<file path="config.mk">
export PLATFORM = sky130hd
export DESIGN_NAME = dcache_data_store
export DESIGN_NICKNAME = d
export VERILOG_FILES = /design/src/dcache_cfg_pkg.sv /design/src/dcache_bus_pkg.sv /design/src/dcache_data_store.sv
export SDC_FILE = /design/constraint.sdc
export NUM_CORES = 2
export LEC_CHECK = 0
export BUFFER_PORTS_ARGS = -buffer_cell sky130_fd_sc_hd__clkbuf_2
export CORE_AREA = 2 2 774 776
export CTS_BUF_LIST = sky130_fd_sc_hd__clkbuf_4
export CTS_CLUSTER_SIZE = 10
export DETAILED_ROUTE_END_ITERATION = 7
export DIE_AREA = 0 0 776 778
export PLACE_DENSITY_LB_ADDON = 0.05
export REMOVE_ABC_BUFFERS = 1
export SYNTH_ARGS = -nofsm -noshare
export SYNTH_HDL_FRONTEND = slang
export SYNTH_SLANG_ARGS = --single-unit
</file>
<file path="constraint.sdc">
create_clock -name clk_i -period 10.2 [get_ports clk_i]
set_input_delay 2.04 -clock clk_i [delete_from_list [all_inputs] [get_ports clk_i]]
set_output_delay 2.04 -clock clk_i [all_outputs]
set_load 0.05 [all_outputs]
</file>
<file path="src/dcache_cfg_pkg.sv">
// cache geometry constants and the vector types for addresses, tags, words and lines
`default_nettype none

package dcache_cfg_pkg;

  // ----------------------------------------
  // geometry
  // ----------------------------------------
  // byte address seen by the core and the bus
  localparam int ADDR_W         = 32;
  localparam int WORD_W         = 64;
  localparam int LINE_W         = 128;
  // two ways, one victim pointer bit per set
  localparam int NUM_WAYS       = 2;
  localparam int NUM_SETS       = 16;
  // address split is tag | set | offset
  localparam int OFFSET_W       = 4;
  localparam int SET_W          = 4;
  localparam int TAG_W          = 24;
  localparam int WORDS_PER_LINE = 2;
  // byte enables per word
  localparam int BE_W           = 8;

  // ----------------------------------------
  // vector types
  // ----------------------------------------
  typedef logic [ADDR_W-1:0]      addr_t;
  typedef logic [TAG_W-1:0]       tag_t;
  typedef logic [SET_W-1:0]       set_idx_t;
  typedef logic [WORD_W-1:0]      word_t;
  typedef logic [LINE_W-1:0]      line_t;
  typedef logic [BE_W-1:0]        be_t;
  // one enable per byte of a whole line
  typedef logic [LINE_W/8-1:0]    line_be_t;
  // one bit per way, one-hot or zero
  typedef logic [NUM_WAYS-1:0]    way_vec_t;

endpackage

`default_nettype wire

</file>
<file path="src/dcache_bus_pkg.sv">
// packed structs for the core port, the wishbone port and the array command and results
`default_nettype none

package dcache_bus_pkg;

  // ----------------------------------------
  // core side
  // ----------------------------------------
  // fields held stable by the core until gnt
  typedef struct packed {
    logic                  req;
    logic                  we;
    dcache_cfg_pkg::addr_t addr;
    dcache_cfg_pkg::be_t   be;
    dcache_cfg_pkg::word_t wdata;
  } core_req_t;

  typedef struct packed {
    logic                  gnt;
    // rvalid pulses once per load
    logic                  rvalid;
    dcache_cfg_pkg::word_t rdata;
  } core_rsp_t;

  // ----------------------------------------
  // wishbone classic master
  // ----------------------------------------
  typedef struct packed {
    logic                  cyc;
    logic                  stb;
    logic                  we;
    dcache_cfg_pkg::addr_t adr;
    dcache_cfg_pkg::be_t   sel;
    dcache_cfg_pkg::word_t dat;
  } wb_req_t;

  typedef struct packed {
    logic                  ack;
    dcache_cfg_pkg::word_t dat;
  } wb_rsp_t;

  // command from the controller to tag and data store
  typedef struct packed {
    logic                     rd;
    dcache_cfg_pkg::set_idx_t set;
    dcache_cfg_pkg::way_vec_t wr_way;
    dcache_cfg_pkg::tag_t     tag;
    logic                     valid;
    logic                     dirty;
    dcache_cfg_pkg::line_t    wline;
    dcache_cfg_pkg::line_be_t wbe;
  } arr_req_t;

  // lookup result, one cycle after rd
  typedef struct packed {
    dcache_cfg_pkg::way_vec_t hit_way;
    dcache_cfg_pkg::way_vec_t victim_way;
    logic                     victim_valid;
    logic                     victim_dirty;
    dcache_cfg_pkg::tag_t     victim_tag;
  } tag_rsp_t;

endpackage

`default_nettype wire

</file>
<file path="src/dcache_data_store.sv">
// line array per way and set with byte-masked write and registered read of both ways
`timescale 1ns/1ns
`default_nettype none

module dcache_data_store (
  input  logic                                              clk_i,
  input  dcache_bus_pkg::arr_req_t                          arr_req_i,
  output dcache_cfg_pkg::line_t [dcache_cfg_pkg::NUM_WAYS-1:0] rline_o
);
  import dcache_cfg_pkg::*;

  line_t                mem_q [NUM_WAYS][NUM_SETS];
  // next content of the addressed line in each way
  line_t [NUM_WAYS-1:0] wr_line;

  // ----------------------------------------
  // byte merge
  // ----------------------------------------
  always_comb begin
    for (int w = 0; w < NUM_WAYS; w++) begin
      for (int b = 0; b < LINE_W / 8; b++) begin
        if (arr_req_i.wr_way[w] && arr_req_i.wbe[b]) begin
          wr_line[w][8*b +: 8] = arr_req_i.wline[8*b +: 8];
        end else begin
          wr_line[w][8*b +: 8] = mem_q[w][arr_req_i.set][8*b +: 8];
        end
      end
    end
  end

  // ----------------------------------------
  // array and read register
  // ----------------------------------------
  // read and write share one set, so a read in the write cycle
  // returns the freshly written line
  always_ff @(posedge clk_i) begin
    for (int w = 0; w < NUM_WAYS; w++) begin
      if (arr_req_i.wr_way[w]) begin
        mem_q[w][arr_req_i.set] <= wr_line[w];
      end
      if (arr_req_i.rd) begin
        rline_o[w] <= wr_line[w];
      end
    end
  end

endmodule

`default_nettype wire

</file>
# After elaboration in Yosys (flattened, before gate mapping)

Memories as Yosys holds them, arrays and structs flattened.
Cells that the tools add are included.

RAM bits: 4096
Register bits after elaboration: 256
Output and inout bits: 256
Bits of input ports: 178
Memories kept: 1
Logic and storage cells: 83

Memory list:

| name  | depth | bits a word | rd ports | clocked after Yosys merged registers in | wr ports | RTL line                | source |
|---|---|---|---|---|---|---|---|
| mem_q | 2     | 2048        | 2        | 0                                       | 2        | dcache_data_store.sv:12 | `line_t mem_q [NUM_WAYS][NUM_SETS];` |

Reductions and logical operators: 33
Bitwise gates (word level): 1
Order comparisons: 2
Muxes and demuxes: 44

Operator list:

| cell               | count |
|---|---|
| $mux 2048          | 2 |
| $bmux 128 s4       | 2 |
| $mux 128           | 5 |
| $demux 128 s4      | 1 |
| $mux 8             | 32 |
| $logic_and 1x1->1  | 33 |
| $ge 5x5->1 const B | 1 |
| $lt 5x1->1 const B | 1 |
| $not 4->5          | 1 |
| $mux 1             | 2 |

# Depth between registers and ports, before layout

Depth in word-level cells: 6
Mapped depth: 9
Depth with buffers taken out: 4

# Least setup slack after synthesis

No wires, ideal clock.

Path kind: input -> register
From: input arr_req_i[172] (netlist name)
To: memory mem_q[0][2304] (netlist name) (enable)
Library setup time: 617 ps
Path buffers: 5
Slack: 1181 ps
Cell stages on the path: 8
Arrival time: 8401 ps
Data required time: 9583 ps
Path through: buf_4 -> buf_6 -> buf_6 -> buf_6 -> buf_6 -> nor2b_1 -> nand2_1 -> nor2_1

RTL lines:

| item            | RTL line                | source |
|---|---|---|
| start, declared | dcache_data_store.sv:7  | `input dcache_bus_pkg::arr_req_t arr_req_i,` |
| end, declared   | dcache_data_store.sv:12 |  |

==> results.json <==
{
  "status": "completed",
  "skew_ns": 0.160,
  "wl_per_cell_um": 31.7,
  "drc": 0,
  "ys_async_sr_fraction_pct": 0,
  "io_pins": 434,
  "num-nets-final": 10300,
  "finalHoldViolCount": 0,
  "netlist_instances": 8653,
  "grt_first_pass_wirelength_um": 799000,
  "grt_max_degree": 102,
  "crit_path_start": "arr_req_i[172]",
  "root_buffer": "clkbuf_4",
  "worstPathRequired_ns": 11.52,
  "area_growth_pct": 16.8,
  "critPathKind": "primary input to register",
  "vias": 91800,
  "layout-drive-gt1-share_pct": 27.4,
  "timing.hold.ws_ns": 0.753,
  "dp_slack_ns": 3.33,
  "regArea_sq_um": 131000,
  "finalCritPeriodShare_pct": 49.1,
  "clock-sinks": 4352,
  "postRouteAntennaNets": 0,
  "critPathArrivalTime_ns": 6.32,
  "fin_cells": 18900,
  "port_buffers": 407,
  "avgSynthCellArea_sq_um": 19.2,
  "setup_viol": 0,
  "hpwl_um": 304000,
  "core_area_sq_um": 596000,
  "crit_fanout": 90,
  "dr.pass1.iters": 5,
  "ctsResizeCount": 0,
  "fillers": 57600,
  "ys_warn_count": 0,
  "grt_pass1_vias": 96200,
  "reg2reg_from": "mem_q[0][1550]",
  "regToRegSetupSlack_ns": 7.73,
  "grt_use_total_pct": 19.5,
  "slew_viol_final": 0,
  "crit_path_end": "mem_q[0][319]",
  "cts_tree": "done",
  "fin_setup_tns_ns": 0,
  "slew-limit-headroom_pct": 5.26,
  "ctsHoldBuffers": 0,
  "dp.cells": 16700,
  "clk_pin_slew_worst_paths_ns": 0.06,
  "rows": 284,
  "rsz0062_at_grt": "no",
  "die_w_um": 776,
  "place_congestion": 0.701,
  "synth-seq-cells": 4352,
  "ys.flop_type": "edfxtp_1",
  "mostFrequentLayoutCell": "edfxtp_1",
  "fmax_mhz": 200,
  "via_per_inst": 4.86,
  "postCtsSetupBuffers": 0,
  "max_cap_violations": 0,
  "antenna_found_initial": 58,
  "hold_path.class": "primary input to register",
  "synth_area_sq_um": 166000,
  "cts_made_buffers": 1304,
  "grt_overflow": 0,
  "yosys.cell_types.count": 26,
  "clk_path_buf_depth": 5,
  "fin_ws_ns": 5.19,
  "htree_levels": 7,
  "die_y_um": 778,
  "r2r-end": "mem_q[0][398]",
  "drt-initial-drc-count": 7207,
  "multiInputGateArea_sq_um": 33200,
  "layout_common_cells": "4352 x edfxtp_1, 1889 x clkbuf_4, 1536 x mux2i_1, 513 x nor2_1, 512 x o22ai_1",
  "dpl_cell_area_sq_um": 178000,
  "period_minus_slack_ns": 5.01,
  "fin_area_sq_um": 194000,
  "worst_pin_slew_ns": 1.41,
  "die_area_sq_um": 604000,
  "clk_latency_ns": 1.86,
  "start_util_pct": 27.9,
  "wirelength_um": 598000,
  "synth-edff-count": 4352,
  "power_leakage_uw": 0.0661,
  "power_density_nw_per_um2": 203,
  "endpoint_kind": "register",
  "ys_seq_area_share_pct": 78.7,
  "r2r_cells": 4,
  "start_kind": "primary input",
  "peakVddDrop_mv": 0.0939
}
[cell usage after synthesis (3+ instances only)]
cell | n | share of area, %
edfxtp_1 | 4352 | 79
mux2i_1 | 1536 | 9.3
nor2_1 | 545 | 1.2
o22ai_1 | 512 | 1.9
a31oi_1 | 256 | 0.96
mux4_2 | 256 | 3.5
clkbuf_1 | 192 | 0.43
nand2_1 | 172 | 0.39
nand3_1 | 132 | 0.40
a2bb2oi_1 | 131 | 0.69
a221oi_1 | 125 | 0.66
buf_2 | 109 | 0.33
o21ai_1 | 98 | 0.30
buf_6 | 85 | 0.58
buf_4 | 69 | 0.31
o21ai_0 | 27 | 0.081
buf_1 | 22 | 0.050
buf_8 | 20 | 0.18
nand3b_1 | 3 | 0.014
or3b_1 | 3 | 0.016
[worst min-delay path by stage]
stage                               from        endpoint  slack (ns)  cells past startpoint
after floorplan           mem_q[0][1174]  mem_q[0][1046]        1.03                      4
after global placement    mem_q[0][3537]    rline_o[209]        0.91                      4
after detailed placement  mem_q[0][3409]    rline_o[209]        0.91                      4
after CTS                 arr_req_i[176]    rline_o[237]        0.47                      1
after global routing      arr_req_i[176]    rline_o[244]        0.52                      1
final                     arr_req_i[176]    rline_o[244]        0.75                      1
[metal layers]
| layer | global-route usage [%] | routed length (um) | vias up |
|---|---|---|---|
| met5 | 0 | 48 | - |
| met4 | 6.85 | 16100 | 8 |
| li1 | - | - | 39100 |
| met1 | 25.6 | 263000 | 48800 |
| met3 | 4.59 | 33000 | 916 |
| met2 | 31.8 | 286000 | 3063 |
[where the power goes]
group	leakage, uW	total, uW	switching (uW)	internal (uW)
registers	0.0395	20700	180	20500
logic	0.0174	2810	2130	681
clock network	0.00921	15900	7430	8450
[registers in the layout, indices dropped and copies added (netlist names)]
register / count
mem_q: 4096
rline_o: 256
[per-stage QoR]
stage | total power [uW] | utilization, %
after detailed placement | 23900 | 29.9
after floorplan | 22400 | -
after CTS | 40100 | 32.5
after global placement | 23800 | 29.9
after global routing | 41200 | 32.5
final | 39400 | 32.5
[worst max-delay path, cell delays in order]
cell and delay (ns):
buf_12 0.22, buf_12 0.52, buf_4 0.73, buf_4 0.84, mux4_2 0.37, o21ai_1 0.07
a31oi_1 1.12
[kinds of logic (layout without fill, tap and decap cells)]
group | Yosys count | after routing | share of synthesized area [%]
flip-flops | 4352 | 4352 | 78.7
multiplexers | 1792 | 1792 | 12.7
AO/OA/AOI/OAI | 1149 | 1149 | 4.62
AND/OR/NAND/NOR | 862 | 862 | 2.07
buffers and inverters | 498 | 2838 | 1.89
other | 0 | 36 | 0
[area by class of cell]
type | instances | share of cell area [%]
repair buffers | 690 | 2.52
clock inverters | 259 | 0.552
clock buffers | 1889 | 7.31
flip-flops and latches | 4352 | 67.4
diodes | 36 | 0.0464
well taps | 7865 | 5.07
multi-input cells | 3803 | 17.1
Power figures use the tool's default switching activity.
