<file path="config.mk">
export PLATFORM = sky130hd
export DESIGN_NAME = dcache_tag_store
export DESIGN_NICKNAME = d
export VERILOG_FILES = /design/src/dcache_cfg_pkg.sv /design/src/dcache_bus_pkg.sv /design/src/dcache_tag_store.sv
export SDC_FILE = /design/constraint.sdc
export NUM_CORES = 1
export LEC_CHECK = 0
export BUFFER_PORTS_ARGS = -buffer_cell sky130_fd_sc_hd__clkbuf_2
export CAP_MARGIN = 30
export CORE_MARGIN = 1.5
export CORE_UTILIZATION = 25
export DETAILED_ROUTE_END_ITERATION = 7
export PLACE_DENSITY = 0.42
export SETUP_SLACK_MARGIN = 0.5
export SYNTH_ARGS = -nofsm -noshare
export SYNTH_HDL_FRONTEND = slang
export SYNTH_SLANG_ARGS = --single-unit
</file>
<file path="constraint.sdc">
create_clock -name clk_i -period 5.8 [get_ports clk_i]
set_input_delay 0 -clock clk_i [delete_from_list [all_inputs] [get_ports clk_i]]
set_output_delay 0 -clock clk_i [all_outputs]
set_load 0.05 [all_outputs]
</file>
<file path="src/dcache_cfg_pkg.sv">
// cache geometry constants and the vector types for addresses, tags, words and lines
`default_nettype none

package dcache_cfg_pkg;

  // ----------------------------------------
  // geometry
  // ----------------------------------------
  // byte address seen by the core and the bus
  localparam int ADDR_W         = 32;
  localparam int WORD_W         = 64;
  localparam int LINE_W         = 128;
  // two ways, one victim pointer bit per set
  localparam int NUM_WAYS       = 2;
  localparam int NUM_SETS       = 16;
  // address split is tag | set | offset
  localparam int OFFSET_W       = 4;
  localparam int SET_W          = 4;
  localparam int TAG_W          = 24;
  localparam int WORDS_PER_LINE = 2;
  // byte enables per word
  localparam int BE_W           = 8;

  // ----------------------------------------
  // vector types
  // ----------------------------------------
  typedef logic [ADDR_W-1:0]      addr_t;
  typedef logic [TAG_W-1:0]       tag_t;
  typedef logic [SET_W-1:0]       set_idx_t;
  typedef logic [WORD_W-1:0]      word_t;
  typedef logic [LINE_W-1:0]      line_t;
  typedef logic [BE_W-1:0]        be_t;
  // one enable per byte of a whole line
  typedef logic [LINE_W/8-1:0]    line_be_t;
  // one bit per way, one-hot or zero
  typedef logic [NUM_WAYS-1:0]    way_vec_t;

endpackage

`default_nettype wire

</file>
<file path="src/dcache_bus_pkg.sv">
// packed structs for the core port, the wishbone port and the array command and results
`default_nettype none

package dcache_bus_pkg;

  // ----------------------------------------
  // core side
  // ----------------------------------------
  // fields held stable by the core until gnt
  typedef struct packed {
    logic                  req;
    logic                  we;
    dcache_cfg_pkg::addr_t addr;
    dcache_cfg_pkg::be_t   be;
    dcache_cfg_pkg::word_t wdata;
  } core_req_t;

  typedef struct packed {
    logic                  gnt;
    // rvalid pulses once per load
    logic                  rvalid;
    dcache_cfg_pkg::word_t rdata;
  } core_rsp_t;

  // ----------------------------------------
  // wishbone classic master
  // ----------------------------------------
  typedef struct packed {
    logic                  cyc;
    logic                  stb;
    logic                  we;
    dcache_cfg_pkg::addr_t adr;
    dcache_cfg_pkg::be_t   sel;
    dcache_cfg_pkg::word_t dat;
  } wb_req_t;

  typedef struct packed {
    logic                  ack;
    dcache_cfg_pkg::word_t dat;
  } wb_rsp_t;

  // command from the controller to tag and data store
  typedef struct packed {
    logic                     rd;
    dcache_cfg_pkg::set_idx_t set;
    dcache_cfg_pkg::way_vec_t wr_way;
    dcache_cfg_pkg::tag_t     tag;
    logic                     valid;
    logic                     dirty;
    dcache_cfg_pkg::line_t    wline;
    dcache_cfg_pkg::line_be_t wbe;
  } arr_req_t;

  // lookup result, one cycle after rd
  typedef struct packed {
    dcache_cfg_pkg::way_vec_t hit_way;
    dcache_cfg_pkg::way_vec_t victim_way;
    logic                     victim_valid;
    logic                     victim_dirty;
    dcache_cfg_pkg::tag_t     victim_tag;
  } tag_rsp_t;

endpackage

`default_nettype wire

</file>
<file path="src/dcache_tag_store.sv">
// tag, valid and dirty arrays with registered lookup, hit detection and victim choice
`timescale 1ns/1ns
`default_nettype none

module dcache_tag_store (
  input  logic                     clk_i,
  input  logic                     rst_ni,
  input  dcache_bus_pkg::arr_req_t arr_req_i,
  output dcache_bus_pkg::tag_rsp_t tag_rsp_o
);
  import dcache_cfg_pkg::*;

  tag_t                   tag_q [NUM_WAYS][NUM_SETS];
  way_vec_t [NUM_SETS-1:0] valid_q;
  way_vec_t [NUM_SETS-1:0] dirty_q;
  // round-robin victim pointer per set
  logic [NUM_SETS-1:0]    ptr_q;
  set_idx_t               set_q;
  tag_t                   look_tag_q;
  way_vec_t               valid_row;
  way_vec_t               dirty_row;
  way_vec_t               victim;

  // tag array and lookup address
  always_ff @(posedge clk_i) begin
    for (int w = 0; w < NUM_WAYS; w++) begin
      if (arr_req_i.wr_way[w]) begin
        tag_q[w][arr_req_i.set] <= arr_req_i.tag;
      end
    end
    if (arr_req_i.rd) begin
      set_q      <= arr_req_i.set;
      look_tag_q <= arr_req_i.tag;
    end
  end

  // state bits
  always_ff @(posedge clk_i or negedge rst_ni) begin
    if (!rst_ni) begin
      valid_q <= '0;
      dirty_q <= '0;
      ptr_q   <= '0;
    end else begin
      for (int w = 0; w < NUM_WAYS; w++) begin
        if (arr_req_i.wr_way[w]) begin
          valid_q[arr_req_i.set][w] <= arr_req_i.valid;
          dirty_q[arr_req_i.set][w] <= arr_req_i.dirty;
        end
      end
      // a clean write is a refill, stores always write dirty
      if (|arr_req_i.wr_way && !arr_req_i.dirty) begin
        ptr_q[arr_req_i.set] <= ~ptr_q[arr_req_i.set];
      end
    end
  end

  // compare against the set and tag latched with rd
  always_comb begin
    valid_row = valid_q[set_q];
    dirty_row = dirty_q[set_q];
    for (int w = 0; w < NUM_WAYS; w++) begin
      tag_rsp_o.hit_way[w] = valid_row[w] && (tag_q[w][set_q] == look_tag_q);
    end
    // pointer way unless an invalid way is free, lowest first
    victim = '0;
    victim[ptr_q[set_q]] = 1'b1;
    for (int w = NUM_WAYS - 1; w >= 0; w--) begin
      if (!valid_row[w]) begin
        victim    = '0;
        victim[w] = 1'b1;
      end
    end
    tag_rsp_o.victim_way   = victim;
    tag_rsp_o.victim_valid = |(valid_row & victim);
    tag_rsp_o.victim_dirty = |(dirty_row & victim);
    tag_rsp_o.victim_tag   = '0;
    for (int w = 0; w < NUM_WAYS; w++) begin
      if (victim[w]) begin
        tag_rsp_o.victim_tag = tag_q[w][set_q];
      end
    end
  end

  // a tag lives in at most one way of its set
  a_hit_onehot : assert property (@(posedge clk_i) disable iff (!rst_ni)
    arr_req_i.rd |=> $onehot0(tag_rsp_o.hit_way));

endmodule

`default_nettype wire

</file>
After elaboration in Yosys (flattened, before gate mapping)
Memories as Yosys holds them, arrays and structs flattened.
Index checks and enable logic that the tools add are counted.
- register bits: 108
- bits in writable memories: 768
- input port bits: 179
- output and inout port bits: 30
- memories: 1
- $lt $le $gt $ge: 8
- eq/ne operators: 2
- mux-type cells: 41
- bitwise logic cells: 5
- reduce and logical (&&, ||, !) cells: 10
- memories (name ; words ; width ; read ports ; clocked after memory_dff ; write ports ; line ; text):
    tag_q ; 2 ; 384 ; 2 ; 0 ; 2 ; dcache_tag_store.sv:13 ; tag_t tag_q [NUM_WAYS][NUM_SETS];
- operators with widths (operator ; count):
    384-bit 2-to-1 mux ; 2
    24-bit binary-select mux with 4-bit select ; 2
    24-bit 2-to-1 mux ; 7
    32-bit bitwise mux ; 4
    32-bit 2-to-1 mux ; 4
    24-bit demux with 4-bit select ; 1
    24-bit equality test ; 2
    2-bit binary-select mux with 4-bit select ; 2
    16-bit bitwise mux ; 1
    2-bit demux with 4-bit select ; 2
    5-bit >= comparator, second input constant ; 2
    4-bit by 5-bit less-than comparator with 1-bit output, second input constant ; 2
    2-bit 2-to-1 mux ; 5
    4-bit NOT with 5-bit output ; 2
    1-bit binary-select mux with 4-bit select ; 2
    1-bit 2-to-1 mux ; 7
    1-bit logical AND ; 6
    2-bit OR reduction ; 3
    5-bit by 1-bit less-than comparator with 1-bit output, second input constant ; 1
    2-bit bitwise AND ; 2
    1-bit demux with 4-bit select ; 1
    4-bit by 1-bit >= comparator with 1-bit output, second input constant ; 1
    1-bit by 2-bit less-than comparator with 1-bit output, second input constant ; 1
    1-bit demux with 1-bit select ; 1
    other kinds (3) ; 3

Logic depth before layout (Yosys ltp)
- depth in word-level cells: 10
- mapped depth: 13
- mapped depth without buffers: 7

Least setup slack after synthesis
Ideal clock, no wire load.
- path type: register to output
- from: register set_q[0]
- to: output tag_rsp_o[1] (netlist bit)
- arrival: 3378 ps
- data required time: 5800 ps
- path slack: 2422 ps
- cell stages (with the launch flop): 12
- buffers on the path: 5
- cells stage by stage: edfxtp_1 > buf_6 > buf_12 > mux4_2 > a22oi_1 > nand3_1 > o21bai_1 > buf_4 > buf_4 > buf_4 > mux2i_1 > a21boi_0
- RTL lines (what ; line ; text):
    start: declaration ; dcache_tag_store.sv:18 ; set_idx_t set_q;
    start signal: assignment ; dcache_tag_store.sv:32 ; set_q <= arr_req_i.set;
    end: declaration ; dcache_tag_store.sv:9 ; output dcache_bus_pkg::tag_rsp_t tag_rsp_o

==> summary.txt <==
Status
  – Status: finished clean

Worst setup path
  – Critical Path Start Type: flip-flop
  – Crit end category: output port
  – Worst EP arrival: 4.95 ns
  – Crit-path most repeated cell: buf_4
  – Critical-path top delay cell: a2111oi_0
  – CP max FO: 16
  – Crit path max-delay family: buffers and inverters
  – Worst path required time: 5.80 ns
  – Crit path buffers/inverters: 5
  – Worst setup path category: reg2out
  – Max incr delay on CP: 0.71 ns
  – CP Cell Sequence: buf_16 > buf_4 > inv_2 > buf_4 > mux2i_2 > xnor2_1 > a211oi_1 > nand4_1 > a2111oi_0 > and4bb_1 > clkbuf_2

Layout
  – Leading cell type in the layout, fill and taps excluded: edfxtp_1
  – Syn-to-layout area delta: 17.4%
  – Non-filler cells, final: 4038
  – Commonest cells after routing, fill and taps aside: edfxtp_1 (796), mux4_2 (193), mux2i_1 (134)
  – Final net count: 2237
  – Util after Layout: 29.6%
  – Share of cells above drive strength 1: 28.8%
  – Filler instances: 14.2k
  – Final instance area: 42700 sq um

CTS
  – CTS Buf Count: 97
  – CTS tree: done
  – Worst-skew pair later-pin latency: 0.65 ns
  – Clk sink count: 876
  – Clk pin slew, worst setup/hold paths: 0.06 ns
  – Root buf cell: clkbuf_16
  – CTS Buffer Depth: 3
  – Postcts setup bufs: 0
  – H-tree level count: 3

STA
  – Slew @ Worst Pin: 0.984 ns
  – Hold Violations, Final: 0
  – Final worst slack: 0.847 ns
  – Setup violations, final: 0
  – RSZ-0062 raised after global routing: no
  – Fin crit share: 85.4%
  – Worst hold margin: 0.0279 ns
  – Slew headroom: 33.7%
  – Fin Clk Skew: 0.00198 ns
  – Period minus WS final: 4.95 ns
  – Fmax: 202 MHz
  – Final Max Slew Viols: 0
  – Setup_tns: 0 ns

Place
  – Place WS: 1.30 ns
  – Post-placement cell area: 39300 sq um
  – # port buffers: 64
  – DPL Wire Length: 69300 um
  – Placed Cells incl. Taps: 3835
  – Gpl congestion: 0.816

Global routing
  – GRT met3 Usage: 4.00%
  – Most Crowded Layer GR: met2
  – Vias in the first global route: 20.0k
  – Initial antenna violation count: 8
  – GRT Overall Usage: 15.5%
  – Global-route wire length before repair: 159000 um
  – Overflow after GRT: 0
  – Met1 Use GR: 21.7%
  – Pin count of the biggest net entering global routing: 74
  – Grt met2 use: 24.1%

Floorplanning
  – Initial core utilization: 25.2%
  – Rows: 139
  – Die Wd: 384 um
  – Area of the die: 148000 sq um
  – # IOs: 209
  – DIE HEIGHT: 384 um
  – Core area: 144000 sq um

Synth
  – Post-synth EDFFs: 796
  – Yosys cell types: 66
  – Syn Nets: 2067
  – Synthesized flop and latch total: 876
  – Top cell type's share of synthesized area: 65.7%
  – Avg Synthesized Cell Area: 19.3 sq um
  – Post-synth top area cell: edfxtp_1
  – Mapped cell area: 36400 sq um
  – Area contributors post-synth: edfxtp_1 (66%), mux4_2 (12%), dfrtp_1 (5.5%), mux2i_1 (3.7%), mux2_2 (2.9%)
  – Most frequently used flop master after synthesis: edfxtp_1
  – Seq/Total Area, Yosys: 71.3%
  – Synth warnings: 0
  – Async set-reset flop share out of synthesis: 9.13%
  – Post-Synthesis Cells: 1888

Power
  – Sw Ratio: 25.9%
  – PD cells: 360 nW/um^2
  – Sequential power share: 47.6%
  – Total power: 15.4 mW
  – P_int: 11.4 mW
  – Gate power share: 13.6%
  – Leakage: 14.1 nW
  – Clock share of power: 38.8%
  – Maximum vdd drop: 205 uV
  – Sw Pwr: 3.98 mW

Routing
  – DRC: 0
  – Vias per Instance: 4.75
  – Wirelength per Cell: 28.5 um
  – Final wirelength: 115000 um
  – Antenna Nets Post-Route: 0
  – Detailed Routing Iterations Pass 1: 6
  – Drt first-iter violations: 1897
  – Via count: 19.2k

Run
  – Max cap viols: 0

Min path
  – HP Class: in2reg
==> flip-flops by register name (all words and copies together) (netlist names) <==
name / flops
dirty_q: 32
set_q: 4
valid_q: 32
ptr_q: 16
look_tag_q: 24
tag_q: 768
==> final cells by class <==
| type | instances | area (sq um) | area share, % |
|---|---|---|---|
| multi-input cells | 877 | 9800 | 23.0 |
| repair buffers | 179 | 1440 | 3.37 |
| flip-flops and latches | 876 | 25900 | 60.7 |
| diodes | 1 | 2.50 | 0.00586 |
| clock inverters | 51 | 448 | 1.05 |
| clock buffers | 124 | 2610 | 6.12 |
| well taps | 1903 | 2380 | 5.58 |
| inverters | 27 | 101 | 0.237 |
==> metal layers <==
layer	part of all wire [%]	vias up
met5	0.028	-
met4	2.3	6
met3	6.7	155
met2	46	594
met1	45	10400
li1	-	8030
==> final timing paths <==
kind / start / cells past startpoint / end / slack (ns)
hold reg to reg: valid_q[11]$_DFFE_PN0P_ / 1 / valid_q[11]$_DFFE_PN0P_ / 0.50
setup / recovery: set_q[2]$_DFFE_PP_ / 11 / tag_rsp_o[28] / 0.85
max in group asynchronous: rst_ni / 4 / dirty_q[13]$_DFFE_PN0P_ / 4.43
setup reg to reg: ptr_q[10]$_DFFE_PN0P_ / 5 / ptr_q[4]$_DFFE_PN0P_ / 3.53
min in group asynchronous: rst_ni / 4 / dirty_q[12]$_DFFE_PN0P_ / 0.44
hold / removal: arr_req_i[155] / 1 / tag_q[0][177]$_DFFE_PP_ / 0.03
==> power groups by stage <==
stage / logic (mW) / clock network [mW] / registers, mW
2_1_floorplan: 1.35 / 0 / 7.38
3_3_place_gp: 2.07 / 0 / 7.43
3_5_place_dp: 2.11 / 0 / 7.45
4_1_cts: 2.13 / 6.12 / 7.32
5_1_grt: 2.23 / 6.35 / 7.35
6_report: 2.10 / 5.96 / 7.32
==> Yosys cell counts (all sizes together) (5+ instances only) <==
cell type and n:
nor3 6, a21oi 23, nor2 84, o22ai 10, o21ai 32, clkbuf 26, nand4 7, o211ai 9
buf 82, nand2 70, and3 6, a221oi 25, nand2b 10, edfxtp 796, a211oi 5, inv 27
mux4 198, a22oi 26, dfrtp 80, xnor2 31, mux2 95, mux2i 137, nor2b 12, nand3 19
xor2 17
==> kinds of logic (layout without fill, tap and decap cells) <==
family,count (synthesis),in the layout,share of synthesized area (%)
xor+xnor,48,48,1.16
compound gates,164,164,3.18
simple gates,235,235,3.00
flops,876,876,71.3
mux,430,430,19.1
buf+inv,135,381,2.36
other cells,0,1,0
==> timing repair <==
item                       CTS  global route
hold buffers                27             0
gates resized for setup      0             2
setup endpoints to repair    0             1
hold endpoints to repair   612             0
(Power assumes the default switching activity.)
