===== config.mk =====
export PLATFORM = sky130hd
export DESIGN_NAME = dcache_line_select
export DESIGN_NICKNAME = d
export VERILOG_FILES = /design/src/dcache_cfg_pkg.sv /design/src/dcache_bus_pkg.sv /design/src/dcache_line_select.sv
export SDC_FILE = /design/constraint.sdc
export NUM_CORES = 1
export LEC_CHECK = 0
export ABC_AREA = 1
export BUFFER_PORTS_ARGS = -buffer_cell sky130_fd_sc_hd__buf_4
export CELL_PAD_IN_SITES_DETAIL_PLACEMENT = 0
export CELL_PAD_IN_SITES_GLOBAL_PLACEMENT = 1
export CORE_AREA = 3 3 270 272
export DETAILED_ROUTE_END_ITERATION = 8
export DIE_AREA = 0 0 273 275
export PLACE_DENSITY_LB_ADDON = 0.1
export REMOVE_ABC_BUFFERS = 1
export SYNTH_ARGS = -nofsm -noshare
export SYNTH_HDL_FRONTEND = slang
export SYNTH_SLANG_ARGS = --single-unit

===== constraint.sdc =====
create_clock -name vclk -period 1.8
set_clock_uncertainty 0.1 [all_clocks]
set_input_delay 0.18 -clock vclk [all_inputs]
set_output_delay 0.18 -clock vclk [all_outputs]
set_load 0.05 [all_outputs]

===== src/dcache_cfg_pkg.sv =====
// cache geometry constants and the vector types for addresses, tags, words and lines
`default_nettype none

package dcache_cfg_pkg;

  // ----------------------------------------
  // geometry
  // ----------------------------------------
  // byte address seen by the core and the bus
  localparam int ADDR_W         = 32;
  localparam int WORD_W         = 64;
  localparam int LINE_W         = 128;
  // two ways, one victim pointer bit per set
  localparam int NUM_WAYS       = 2;
  localparam int NUM_SETS       = 16;
  // address split is tag | set | offset
  localparam int OFFSET_W       = 4;
  localparam int SET_W          = 4;
  localparam int TAG_W          = 24;
  localparam int WORDS_PER_LINE = 2;
  // byte enables per word
  localparam int BE_W           = 8;

  // ----------------------------------------
  // vector types
  // ----------------------------------------
  typedef logic [ADDR_W-1:0]      addr_t;
  typedef logic [TAG_W-1:0]       tag_t;
  typedef logic [SET_W-1:0]       set_idx_t;
  typedef logic [WORD_W-1:0]      word_t;
  typedef logic [LINE_W-1:0]      line_t;
  typedef logic [BE_W-1:0]        be_t;
  // one enable per byte of a whole line
  typedef logic [LINE_W/8-1:0]    line_be_t;
  // one bit per way, one-hot or zero
  typedef logic [NUM_WAYS-1:0]    way_vec_t;

endpackage

`default_nettype wire


===== src/dcache_bus_pkg.sv =====
// packed structs for the core port, the wishbone port and the array command and results
`default_nettype none

package dcache_bus_pkg;

  // ----------------------------------------
  // core side
  // ----------------------------------------
  // fields held stable by the core until gnt
  typedef struct packed {
    logic                  req;
    logic                  we;
    dcache_cfg_pkg::addr_t addr;
    dcache_cfg_pkg::be_t   be;
    dcache_cfg_pkg::word_t wdata;
  } core_req_t;

  typedef struct packed {
    logic                  gnt;
    // rvalid pulses once per load
    logic                  rvalid;
    dcache_cfg_pkg::word_t rdata;
  } core_rsp_t;

  // ----------------------------------------
  // wishbone classic master
  // ----------------------------------------
  typedef struct packed {
    logic                  cyc;
    logic                  stb;
    logic                  we;
    dcache_cfg_pkg::addr_t adr;
    dcache_cfg_pkg::be_t   sel;
    dcache_cfg_pkg::word_t dat;
  } wb_req_t;

  typedef struct packed {
    logic                  ack;
    dcache_cfg_pkg::word_t dat;
  } wb_rsp_t;

  // command from the controller to tag and data store
  typedef struct packed {
    logic                     rd;
    dcache_cfg_pkg::set_idx_t set;
    dcache_cfg_pkg::way_vec_t wr_way;
    dcache_cfg_pkg::tag_t     tag;
    logic                     valid;
    logic                     dirty;
    dcache_cfg_pkg::line_t    wline;
    dcache_cfg_pkg::line_be_t wbe;
  } arr_req_t;

  // lookup result, one cycle after rd
  typedef struct packed {
    dcache_cfg_pkg::way_vec_t hit_way;
    dcache_cfg_pkg::way_vec_t victim_way;
    logic                     victim_valid;
    logic                     victim_dirty;
    dcache_cfg_pkg::tag_t     victim_tag;
  } tag_rsp_t;

endpackage

`default_nettype wire


===== src/dcache_line_select.sv =====
// hit way mux, load word extraction, store merge and victim line mux
`timescale 1ns/1ns
`default_nettype none

module dcache_line_select (
  input  dcache_cfg_pkg::line_t [dcache_cfg_pkg::NUM_WAYS-1:0] rline_i,
  input  dcache_bus_pkg::tag_rsp_t  tag_rsp_i,
  input  logic                      word_sel_i,
  input  dcache_cfg_pkg::be_t       be_i,
  input  dcache_cfg_pkg::word_t     wdata_i,
  output dcache_cfg_pkg::word_t     rdata_hit_o,
  output dcache_cfg_pkg::line_t     merged_line_o,
  output dcache_cfg_pkg::line_be_t  merged_be_o,
  output dcache_cfg_pkg::line_t     victim_line_o
);
  import dcache_cfg_pkg::*;

  line_t hit_line;

  // one-hot way muxes, zero when no way is flagged
  always_comb begin
    hit_line      = '0;
    victim_line_o = '0;
    for (int w = 0; w < NUM_WAYS; w++) begin
      if (tag_rsp_i.hit_way[w]) begin
        hit_line = rline_i[w];
      end
      if (tag_rsp_i.victim_way[w]) begin
        victim_line_o = rline_i[w];
      end
    end
  end

  assign rdata_hit_o = hit_line[WORD_W*word_sel_i +: WORD_W];

  // store data over the hit line, enables at the word position
  always_comb begin
    merged_line_o = hit_line;
    merged_be_o   = '0;
    for (int b = 0; b < BE_W; b++) begin
      if (be_i[b]) begin
        merged_line_o[WORD_W*word_sel_i + 8*b +: 8] = wdata_i[8*b +: 8];
      end
    end
    merged_be_o[BE_W*word_sel_i +: BE_W] = be_i;
  end

endmodule

`default_nettype wire


Yosys cells after proc, flatten, opt, wreduce, memory -nomap -nowiden
Index checks and enable logic that the tools add are counted.
Cells by class
  mux-type cells: 20
  shifts and indexed selects: 19
  add/sub/neg operators: 16
  bitwise logic cells: 1
Operators by type and width (number)
  $mux 128: 12
  $bwmux 128: 8
  $shift 8x34->128 const A: 8
  $shiftx 8x34->128: 8
  $neg 8->34: 7
  $shiftx 128x8->64: 1
  $neg 4->34: 1
  $neg 7->34: 1
  $shift 8x34->16 const A: 1
  $shiftx 8x34->16: 1
  $add 7x6->8 const B: 4
  $add 7x5->8 const B: 2
  $and 16x16->16: 1
  $add 7x4->8 const B: 1
Word-level totals
  logic and storage cells: 56
  output and inout bits: 336
  register bits: 0

Logic depth before layout (Yosys ltp)
Gate-level depths: netlist of run 1.
  depth after elaboration: 18
  depth in mapped cells: 7
  gate-level depth less buffers: 5

Least setup slack after synthesis of run 1
No wires, ideal clock.
  kind: input-to-output
  start point: in word_sel_i
  end point: out merged_line_o[100]
  stages on the path: 5
  arrival time: 1.371 ns
  slack: 0.149 ns
  required time: 1.520 ns
  cell sequence: buf_6 nand2_2 clkinv_1 nand2_1 nand2_1
Between the ends
  word-level cells in the longest chain between the ends: 18
  elaborated cells on any way between the ends: 47
RTL lines
  start, declared: line dcache_line_select.sv:8  | input logic word_sel_i,
  branches (longest 17 deep; another with $neg 8->34)
  $mux 128 (*): line dcache_line_select.sv:41  | if (be_i[b]) begin
  end, declared: line dcache_line_select.sv:12  | output dcache_cfg_pkg::line_t merged_line_o,
Every way passes the cells marked *.

Worst setup path after layout of run 1
  start point: in word_sel_i
  end point: out merged_line_o[102]
The elaborated chain is that of the path after synthesis.

==> impl_results.md, run 1 <==
- Min-delay worst type: in2out
- Clkbuf count: 0
- Avg WL per Cell: 20.3 um
- DRT iter0 DRCs: 622
- Layout Nets: 2470
- Avg Inst Size Synth: 4.17 um^2
- Die area: between 70000 and 80000 um^2
- Global-route wire length before repair: 85800 um
- Initial core utilization: 8.69%
- CP delay by family, top: buffers and inverters
- CP Capture Type: output pin
- Commonest non-fill, non-tap cell in the layout: nand2_1
- Setup CP Type: in2out
- Post-Synthesis Cells: 1478
- Drt first pass iters: 5
- Fin area: 12400 um^2
- Pwr dens: 473 nW/um^2
- Worst-path cell chain: buf_4 -> buf_12 -> nand2_2 -> clkinv_1 -> nand2_1 -> nand2_1 -> buf_4
- RSZ-0062 raised after global routing: no
- Total GRT Usage: between 15 and 20%
- Std cell rows: roughly 100
- Yosys cell types: 10
- Worst Slack Setup Final: approximately 0.10 ns
- Static Leak: about 7.6 nW
- FF+latch count: 0
- Maximum VDD drop: 0.124 mV
- Global placer's final weighted congestion: 0.796
- I/O pin count: between 600 and 700
- Max-capacitance violation count: 0
- Synth warnings: 0
- WP depth: 7
- Total gr overflow: 0
- Reg area: 0 um^2
- Routed Wire Length: 62300 um
- Slew at the pin with the worst max-slew slack: approximately 0.50 ns
- Critical Path RT: 1.52 ns
- Fin util: 17.5%
- Vias in the first global route: 11700
- Max-slew violations: 0
- Total number of vias: 11700
- Worst setup SP type: input pin
- # DRC: 0
- Share of layout cells above drive strength 1: 35.9%
- Port Buffers: 669
- Placed cell area: 12400 um^2
- Hold Vio Cnt, Final: 0
- Die Wd: 273 um
- Synthesized cell area: 6170 um^2
- CP endpoint: merged_line_o[102]
- Status: complete, no violations
- Final setup fails: 0
- Die Y-Extent: roughly 280 um
- Largest net degree at the start of global routing: 71
- Seq/Total Area, Yosys: 0%
- PostCTS Resize Cnt: 0
- Most frequent cells in the layout: nand2_1, buf_4, nand3_1
- Buffer and inverter count on the worst path: 4
- Hold buffers post-CTS: 0
- Dpl ws: about 0.03 ns
- Detail Route Antenna Nets: 0
- FMAX: 588 MHz
- Core Area: 71000 um^2
- Worst endpoint data arrival time: 1.42 ns
- Final worst-path cycle share: between 90% and 100%
- Total power: 5.89 mW
- Crit-path slowest cell: clkinv_1
- Worst setup path start: word_sel_i
- Postcts setup bufs: 0
- Post-DP HPWL: 50000 um
- Rel. slew slack: 66.8%
- Area added between synthesis and finish: 102%
- CP max stage delay: 0.30 ns
- Setup TNS: 0 ns
- Vias per std cell: ~3.8
- Tmin final: ~1.7 ns
- CP max FO: 23
- Initial antenna violation count: 3
## synth_stat cells
library cell,instances,share of area (%)
inv_1,1,0.061
clkinv_1,8,0.49
buf_6,16,2.9
nand3_1,256,21
buf_4,13,1.6
buf_2,70,5.7
nand2_2,16,1.6
inv_2,9,0.55
nand2_1,1088,66
inv_6,1,0.14
## power by group
group | switching, mW | internal, mW | total [mW]
Combinational | 4.11 | 1.78 | 5.89
Clock | 0 | 0.000000149 | 0.000000149
Sequential | 0 | 0 | 0
## kinds of logic (layout without fill, tap and decap cells)
kind of cell           count (synthesis)  count (layout)  share of synthesized area [%]
other                                  0               2                              0
and+or+nand+nor                     1360            1360                           88.6
buffers and inverters                118             749                           11.4
## routing by layer
metal	up-vias	part of all wire [%]	track usage, %
met3	24	6.7	3.43
met5	-	0.021	0
li1	5848	-	-
met2	369	53	29.7
met1	5425	39	17.4
met4	2	0.83	1.08
## worst min path at each step
stage	slack, ns	from	endpoint	cells past startpoint
3_5_place_dp	0.63	rline_i[166]	victim_line_o[38]	4
2_1_floorplan	0.54	be_i[0]	merged_be_o[0]	2
6_report	0.63	rline_i[231]	victim_line_o[103]	4
3_3_place_gp	0.63	rline_i[166]	victim_line_o[38]	4
4_1_cts	0.63	rline_i[166]	victim_line_o[38]	4
5_1_grt	0.64	rline_i[174]	victim_line_o[46]	4
## worst min-delay path: cells and delay by family
| family | cells | cell delay (ns) |
|---|---|---|
| buffers and inverters | 2 | 0.26 |
| AND/OR/NAND/NOR | 2 | 0.09 |
## layout make-up
type                            count  area (um^2)
Multi-Input combinational cell   1360         5470
Fill cell                        8484        58600
Timing Repair Buffer              730         5700
Tap cell                          950         1190
Antenna cell                        2         5.00
Inverter                           19         83.8
## per-stage QoR
step	hold WS (ns)	cells
after global placement	0.627	3059
final	0.626	3061
after CTS	0.627	3059
after detailed placement	0.626	3059
after global routing	0.644	3061
after floorplan	0.541	1379
No activity file was read; power rests on OpenSTA's default activity.
==> run 2: changes to the inputs <==
--- a/config.mk
+++ b/config.mk
@@ -12,7 +12,7 @@
 export CORE_AREA = 3 3 270 272
 export DETAILED_ROUTE_END_ITERATION = 8
 export DIE_AREA = 0 0 273 275
-export PLACE_DENSITY_LB_ADDON = 0.1
+export PLACE_DENSITY_LB_ADDON = 0.2
 export REMOVE_ABC_BUFFERS = 1
 export SYNTH_ARGS = -nofsm -noshare
 export SYNTH_HDL_FRONTEND = slang
==> impl_results.md, run 2 (same netlist as run 1, synthesis figures left out) <==
- Status: complete, no violations (unchanged)
- Postcts setup bufs: 0 (unchanged)
- Slew at the pin with the worst max-slew slack: 0.438 ns (was 0.499 ns)
- Rel. slew slack: 70.8% (was 66.8%)
- Detail Route Antenna Nets: 0 (unchanged)
- Std cell rows: 98 (unchanged)
- Max-capacitance violation count: 0 (unchanged)
- Hold Vio Cnt, Final: 0 (unchanged)
- Critical Path RT: 1.52 ns (about the same)
- Vias in the first global route: 11900 (was 11700)
- Largest net degree at the start of global routing: 66 (was 71)
- Setup CP Type: in2out (unchanged)
- # DRC: 0 (unchanged)
- Die Y-Extent: 275 um (unchanged)
- Total GRT Usage: 14.0% (was 15.2%)
- CP Capture Type: output pin (unchanged)
- Worst setup SP type: input pin (unchanged)
- Post-DP HPWL: 47500 um (was 50000 um)
- Hold Crit Depth: 4 (unchanged)
- Most frequent cells in the layout: nand2_1, buf_4, nand3_1 (unchanged)
- Global-route wire length before repair: 80600 um (was 85800 um)
- Global placer's final weighted congestion: 0.849 (was 0.796)
- Drt first pass iters: 7 (was 5)
- Setup TNS: 0 ns (unchanged)
- CP endpoint: merged_line_o[6] (was merged_line_o[102])
- Initial antenna violation count: 1 (was 3)
- Fillers: 8418 (was 8484)
- Core Area: 71000 um^2 (unchanged)
- Share of layout cells above drive strength 1: 36.3% (was 35.9%)
- Hold Worst Slack: 0.627 ns (was 0.626 ns)
- Layout Nets: 2484 (was 2470)
- Worst endpoint data arrival time: 1.42 ns (about the same)
- Avg WL per Cell: 18.9 um (was 20.3 um)
- Die area: 75100 um^2 (unchanged)
- Vias per std cell: 3.81 (about the same)
- Max-slew violations: 0 (unchanged)
- CP max FO: 47 (was 23)
- Commonest non-fill, non-tap cell in the layout: nand2_1 (unchanged)
- Pwr dens: 468 nW/um^2 (was 473 nW/um^2)
- I/O pin count: 695 (unchanged)
- Die Wd: 273 um (unchanged)
- DRT iter0 DRCs: 668 (was 622)
- Tmin final: 1.70 ns (about the same)
- Final worst-path cycle share: 94.4% (about the same)
- FMAX: 588 MHz (about the same)
- Clkbuf count: 0 (unchanged)
- FF+latch count: 0 (unchanged)
- Port Buffers: 669 (unchanged)
- Initial core utilization: 8.69% (unchanged)
- Min-delay worst type: in2out (unchanged)
- Routed Wire Length: 58000 um (was 62300 um)
- Maximum VDD drop: 0.160 mV (was 0.124 mV)
- Antenna Cells: 0 (was 2)
- Static Leak: 7.69 nW (was 7.58 nW)
- Final setup fails: 0 (unchanged)
- RSZ-0062 raised after global routing: no (unchanged)
- Worst setup path start: tag_rsp_i[29] (was word_sel_i)
- Area added between synthesis and finish: 105% (was 102%)
- Total gr overflow: 0 (unchanged)
- Reg area: 0 um^2 (unchanged)
- Total number of vias: 11700 (about the same)
[run 2: cell types whose count changed in the layout (fill, tap and decap cells not counted)]
| cell | delta |
|---|---|
| buf_12 | +1 |
| buf_16 | +2 |
| inv_8 | +1 |
| nand2_2 | -1 |
| clkbuf_16 | +2 |
| buf_4 | +11 |
| buf_6 | -2 |
| inv_4 | -1 |
| diode_2 | -2 |
| nand2_4 | +1 |
[run 2: worst min-delay path by stage]
stage                 start  slack (ns)                  to
3_3_place_gp   rline_i[157]        0.63   victim_line_o[29]
2_1_floorplan       be_i[0]        0.54      merged_be_o[0]
6_report       rline_i[212]        0.63   victim_line_o[84]
5_1_grt        rline_i[248]        0.64  victim_line_o[120]
4_1_cts        rline_i[157]        0.63   victim_line_o[29]
3_5_place_dp   rline_i[232]        0.63  victim_line_o[104]
[run 2: area by class of cell]
class              count  area (um^2)  area share [%]
inverters             19         88.8           0.703
multi-input cells   1360         5470            43.3
well taps            950         1190            9.41
repair buffers       744         5890            46.6
[run 2: critical path: stages]
cell     delay (ns)
buf_4          0.16
buf_16         0.26
buf_4          0.24
nand2_1        0.07
nand2_1        0.10
nand2_1        0.07
nand2_1        0.07
buf_4          0.19
[run 2: power breakdown]
part	switching, mW	total, mW	internal (mW)
clock	0	0	0
sequential	0	0	0
combinational	4.09	5.91	1.82
total	4.09	5.91	1.82
[run 2: metal layers]
metal,track usage (%),wire (um)
met1,16.6,23200
met2,26.2,29500
met3,2.98,4090
met4,2.44,1150
met5,0,0
[run 2: metrics by stage]
step,util [%],power (mW),instance area [um^2],setup WS (ns),instances
6_report,17.8,5.91,12600,0.101,3073
5_1_grt,17.8,6.28,12600,0.000121,3073
4_1_cts,17.7,5.96,12600,0.0324,3071
3_5_place_dp,17.7,5.95,12600,-0.0173,3071
3_3_place_gp,17.7,5.97,12600,-0.00780,3071
2_1_floorplan,-,3.24,5540,-0.983,1379
[run 2: timing repair]
| action | 4_1_cts | 5_1_grt |
|---|---|---|
| hold buffers | 0 | 0 |
| setup endpoints to repair | 1 | 9 |
| cloned | 0 | 2 |
| gates resized for setup | 1 | 5 |
